`src/hw/pkt_chk_pkg.sv`:
```
// sizes and shared types for the AXI-stream packet checker array
// every RTL block pulls these in with a wildcard import in its header
package pkt_chk_pkg;

    // receive ports in the array
    localparam int NUM_PORTS = 4;

    // bytes carried by one beat
    localparam int DATA_BYTES = 4;

    // longest legal packet in bytes
    localparam int MTU_BYTES = 64;

    // byte count width that saturates at 255 so it can run past MTU_BYTES
    localparam int BLEN_W = 8;

    // port index width
    localparam int PORT_W = 2;

    // good and bad packet counter width
    localparam int CNT_W = 16;

    // kept-byte count of a single beat from 0 to DATA_BYTES
    localparam int KEEP_CNT_W = $clog2(DATA_BYTES + 1);

    // one stream beat with byte 0 in the low bits of tdata
    typedef struct packed {
        logic [DATA_BYTES-1:0][7:0] tdata;
        logic [DATA_BYTES-1:0]      tkeep;
        logic                       tlast;
    } axis_beat_t;

    // end-of-packet result from one lane
    typedef struct packed {
        logic [PORT_W-1:0] port;
        logic [BLEN_W-1:0] blen;
        logic [7:0]        seed;
        logic              pattern_err;
        logic              keep_err;
        logic              mtu_err;
    } pkt_report_t;

endpackage
```
`src/hw/axis_pkt_lane.sv`:
```
// one receive port that counts bytes and checks the incrementing pattern, keep and MTU rules
// then hands a single report per packet to the arbiter over a four-phase handshake
module axis_pkt_lane
    import pkt_chk_pkg::*;
(
    input  logic              axis_in,
    input  logic              rst,
    input  logic [PORT_W-1:0] port_id,
    input  axis_beat_t        beat,
    input  logic              tvalid,
    output logic              tready,
    output pkt_report_t       report,
    output logic              lane_req,
    input  logic              lane_ack
);

    typedef enum logic [1:0] {
        S_RUN,
        S_REQ,
        S_DROP
    } lane_state_t;

    lane_state_t state;

    // next accepted beat opens a new packet
    logic first;
    logic [BLEN_W-1:0] blen_q;
    logic [7:0] seed_q;
    // expected value of the next kept byte wrapping mod 256
    logic [7:0] exp_q;
    logic pattern_err_q;
    logic keep_err_q;

    logic accept;
    logic [7:0] seed_now;
    logic [7:0] exp_now;
    logic [KEEP_CNT_W-1:0] keep_cnt;
    logic [DATA_BYTES-1:0] keep_inc;
    logic [BLEN_W:0] blen_sum;
    logic [BLEN_W-1:0] blen_next;
    logic beat_pattern_err;
    logic beat_keep_err;
    logic pattern_err_next;
    logic keep_err_next;
    logic mtu_err_next;

    assign accept = tvalid && tready;
    assign tready = (state == S_RUN);
    assign lane_req = (state == S_REQ);

    // byte 0 of the first beat is the seed
    assign seed_now = first ? beat.tdata[0] : seed_q;
    assign exp_now = first ? beat.tdata[0] : exp_q;

    always_comb begin
        keep_cnt = '0;
        beat_pattern_err = 1'b0;
        for (int i = 0; i < DATA_BYTES; i++) begin
            if (beat.tkeep[i]) begin
                keep_cnt = keep_cnt + 1'b1;
                if (beat.tdata[i] != exp_now + 8'(i)) begin
                    beat_pattern_err = 1'b1;
                end
            end
        end
    end

    // a contiguous keep from byte 0 plus one clears every set bit
    assign keep_inc = beat.tkeep + 1'b1;
    assign beat_keep_err = (beat.tkeep == '0)
                        || ((keep_inc & beat.tkeep) != '0)
                        || (!beat.tlast && !(&beat.tkeep));

    assign blen_sum = (BLEN_W + 1)'(blen_q) + (BLEN_W + 1)'(keep_cnt);
    assign blen_next = blen_sum[BLEN_W] ? '1 : blen_sum[BLEN_W-1:0];

    assign pattern_err_next = pattern_err_q || beat_pattern_err;
    assign keep_err_next = keep_err_q || beat_keep_err;
    // count only grows, so the final length decides the MTU flag
    assign mtu_err_next = int'(blen_next) > MTU_BYTES;

    always_ff @(posedge axis_in) begin
        if (rst) begin
            state <= S_RUN;
            first <= 1'b1;
            blen_q <= '0;
            pattern_err_q <= 1'b0;
            keep_err_q <= 1'b0;
        end else begin
            case (state)
                S_RUN: begin
                    if (accept) begin
                        if (beat.tlast) begin
                            state <= S_REQ;
                            first <= 1'b1;
                            blen_q <= '0;
                            pattern_err_q <= 1'b0;
                            keep_err_q <= 1'b0;
                        end else begin
                            first <= 1'b0;
                            blen_q <= blen_next;
                            pattern_err_q <= pattern_err_next;
                            keep_err_q <= keep_err_next;
                        end
                    end
                end
                S_REQ: begin
                    if (lane_ack) begin
                        state <= S_DROP;
                    end
                end
                S_DROP: begin
                    // hold off new beats until the arbiter has closed its side
                    if (!lane_ack) begin
                        state <= S_RUN;
                    end
                end
                default: state <= S_RUN;
            endcase
        end
    end

    always_ff @(posedge axis_in) begin
        if (accept) begin
            seed_q <= seed_now;
            exp_q <= exp_now + 8'(keep_cnt);
        end
        if (accept && beat.tlast) begin
            report <= '{
                port:        port_id,
                blen:        blen_next,
                seed:        seed_now,
                pattern_err: pattern_err_next,
                keep_err:    keep_err_next,
                mtu_err:     mtu_err_next
            };
        end
    end

endmodule

```
`config.mk`:
```
export PLATFORM = sky130hd
export DESIGN_NAME = axis_pkt_lane
export DESIGN_NICKNAME = d
export VERILOG_FILES = /design/src/hw/pkt_chk_pkg.sv /design/src/hw/axis_pkt_lane.sv
export SDC_FILE = /design/constraint.sdc
export NUM_CORES = 1
export LEC_CHECK = 0
export ABC_AREA = 1
export BUFFER_PORTS_ARGS = -buffer_cell sky130_fd_sc_hd__buf_4
export CAP_MARGIN = 20
export CORE_MARGIN = 2
export CORE_UTILIZATION = 50
export CTS_BUF_LIST = sky130_fd_sc_hd__clkbuf_4 sky130_fd_sc_hd__clkbuf_8 sky130_fd_sc_hd__clkbuf_16
export CTS_CLUSTER_DIAMETER = 50
export DETAILED_ROUTE_END_ITERATION = 8
export GPL_ROUTABILITY_DRIVEN = 0
export PLACE_DENSITY = 0.73
export RECOVER_POWER = 50
export SYNTH_ARGS = -nofsm -noshare
export SYNTH_HDL_FRONTEND = slang
export SYNTH_SLANG_ARGS = --single-unit
```
`constraint.sdc`:
```
create_clock -name axis_in -period 6.7 [get_ports axis_in]
set_clock_uncertainty 0.05 [all_clocks]
set_input_delay 0.67 -clock axis_in [delete_from_list [all_inputs] [get_ports axis_in]]
set_output_delay 0.67 -clock axis_in [all_outputs]
set_load 0.02 [all_outputs]
```
==> metrics.md <==
| Metric | Value |
|---|---|
| Drt total wl | about 7600 um |
| Setup tns final | 0 ns |
| Pin count of the biggest net entering global routing | 22 |
| Syn Nets | 498 |
| Initial antenna violation count | 0 |
| Cells after Synth | 438 |
| Maxcap violations | 0 |
| Vias | 2982 |
| Top post-synthesis cells by area | edfxtp_1 (33%), nand2_1 (15%), dfxtp_1 (7.6%) |
| TritonCTS clock tree | built |
| DRT Pass-1 Iters | 4 |
| Vias in the first global route | 2816 |
| Tcrit/Tclk final | between 50 and 60% |
| Buffers on Ports | 65 |
| RR Startpoint | first |
| Hpwl dp | 5690 um |
| Origin of the worst setup path | beat[1] |
| Gr ovfl total | 0 |
| Clock power frac | around a quarter |
| Die X | slightly below 90 um |
| Critical path startpoint category | input port |
| Worst skew pair latency | about 0.30 ns |
| ANT cells | 0 |
| Critical path type | in -> reg |
| Cells on worst reg2reg path | 18 |
| IO Count | 66 |
| Post-Syn Area per Cell | 7.770 um^2 |
| Clock root buffer | clkbuf_8 |
| Share of synthesized registers carrying an async set or reset | 0% |
| Critical path endpoint | report[0] |
| First-pass GRT wire length | 12430 um |
| Max-slew violation count | 0 |
| Post-synth top cells | nand2_1 (138), inv_1 (60), edfxtp_1 (37), nor2_1 (36), nand3_1 (34) |
| Status | completed |
| Sequential Power Share | 45.1% |
| Reg2reg setup slack | 2.94 ns |
| Routed len/inst | 12.93 um |
| Min Tclk post-route | 3.831 ns |
| Clock-pin slew on the worst setup and hold paths | approximately 0.090 ns |
| Seq/Total Area, Yosys | between 40% and 50% |
| Share of cells above drive strength 1 | 14.46% |
| Final hold vios | 0 |
| Crit path required time | 6.71 ns |
| Logic pwr share | 28.7% |
| Clk sink count | 50 |
| Number of synthesized flops with an enable pin | 37 |
| CTS buffer count | 5 |
| Maximum clock path buffer count | 2 |
| Switching Share | 31.19% |
| Unrepaired setup endpoints after global routing | false |
| P_sw | 0.2588 mW |
| CORE AREA | 6681 um^2 |
| Slew HR | 40.34% |
| Post-synth cell types | 32 |
| DR DRC count | 0 |
| Leak pwr | roughly 1.9 nW |
| Top-area cell type share of the netlist area | 32.65% |
| Post-CTS resize count | 0 |
| Initial core utilization | 50.94% |
| YS warnings | 0 |
| DP Area | 3934 um^2 |
| Power per cell area | 209.8 nW/um^2 |
| Critical path endpoint category | flop |
| Worst VDD drop | 0.1075 mV |
| Power Internal | 0.5712 mW |
| Die area | ~7500 um^2 |
| Wl on met1 | approximately 3300 um |
| Routed wl met2 | 3877 um |
| Final ANT Viol Nets | 0 |
| H-tree levels | 2 |
| Finished Cell Area | 3956 um^2 |
| #FFs+latches synth | 50 |
| Crit Path Max Fanout | 5 |
| Drt initial violations | 132 |
| Post-DR vias/cell | roughly 5.1 |
| Die Y | 86.50 um |
| Setup Buffers After CTS | 0 |
| Total GRT Usage | a little over a fifth |
| Count of final setup violators | 0 |
| CTS Hold Bufs | 0 |
| Worst-Margin Slew | 0.8899 ns |
| Top-count cell post-synth | nand2_1 |
| Layout Nets | 564 |
| Reg-to-reg endpoint | report[2] |
| Arr. time, crit path | 3.84 ns |
| Met3 WL | about 310 um |
| Max Freq | 0.2610 GHz |
| Max layer used | met4 |
| Synthesized cell area | roughly 3400 um^2 |
| Most used DFF post-synth | edfxtp_1 |
| Hold Path Class | reg -> reg |
| Num rows | 30 |
| Area added between synthesis and finish | 16.25% |
| Cell accounting for the most synthesized area | edfxtp_1 |
-- kinds of logic (layout without fill, tap and decap cells) --
kind of cell	count (synthesis)	count (layout)	synth area share, %
and+or+nand+nor	238	238	31.14
buffers and inverters	68	135	8.603
DFF	50	50	40.29
AOI/OAI and AO/OA	34	34	5.294
xor gates and xnor gates	31	31	7.978
adders and majority gates	17	17	6.691
-- registers in the layout (all words and copies together) (netlist names) --
register and count:
report 21, first 1, seed_q 8, pattern_err_q 1, keep_err_q 1, blen_q 8, exp_q 8, state 2
-- metrics by stage --
step	total power [mW]	hold slack, ns	cells	utilization [%]	setup WS (ns)
final	0.8300	0.4210	585	59.21	2.869
after global routing	0.8784	0.4463	585	59.21	2.385
after CTS	0.8412	0.4193	585	60.58	2.919
after detailed placement	0.6257	0.4059	577	58.88	2.600
after global placement	0.6192	0.4041	577	58.88	2.729
after floorplan	0.5554	0.3953	438	-	3.064
-- layout make-up --
cell class	instances	area, um^2
clock buffers	7	83.83
clock inverters	1	30.03
repair buffers	65	397.9
flip-flops and latches	50	1371
fillers	623	2725
well taps	80	100.1
multi-input cells	320	1739
inverters	62	234.0
-- how the worst min path moves through the flow --
| stage | from | endpoint | cells after the start |
|---|---|---|---|
| floorplan | blen_q[7] | blen_q[7] | 2 |
| global placement | blen_q[7] | blen_q[7] | 2 |
| detailed placement | blen_q[7] | blen_q[7] | 2 |
| CTS | blen_q[7] | blen_q[7] | 2 |
| global route | state[0] | state[0] | 2 |
| finish | blen_q[7] | blen_q[7] | 2 |
-- cells in the final DEF, fill, tap and decap left out, types with 5 or more instances in the layout --
master,synthesis,layout
buf_4,1,39
nand2_4,7,7
a21oi_1,12,12
xnor2_1,17,17
ha_1,15,15
nor2_1,36,36
clkbuf_1,1,24
edfxtp_1,37,37
nand3_1,34,34
nand2_2,9,9
inv_1,60,60
dfxtp_1,13,13
xor2_1,14,14
nand2_1,138,138
o21ai_0,19,19
clkbuf_8,0,5
-- worst max-delay path, stage by stage --
cell and delay [ns]:
clkbuf_1 0.13, inv_1 0.12, ha_1 0.34, xnor2_1 0.23, inv_1 0.07, ha_1 0.27
inv_1 0.03, o21ai_0 0.47, inv_1 0.12, fa_1 0.39, inv_1 0.08, nand2_1 0.06
a21oi_1 0.27, xor2_1 0.12, nor3_1 0.14, nand2_1 0.07, o31ai_1 0.19, nand2_1 0.06
-- power groups by stage --
stage                     Sequential, mW  Combinational (mW)  Clock [mW]
after floorplan                    0.387               0.168           0
after global placement             0.381               0.238           0
after detailed placement           0.382               0.244           0
after CTS                          0.375               0.246       0.220
after global routing               0.377               0.269       0.232
final                              0.375               0.238       0.217
-- layer usage --
layer  vias up  global-route usage, %
li1       1520                      -
met5         -                      0
met2        72                  37.48
met4         0                  5.824
met1      1379                  26.27
met3        11                  3.238
No activity file was read; power rests on OpenSTA's default activity.
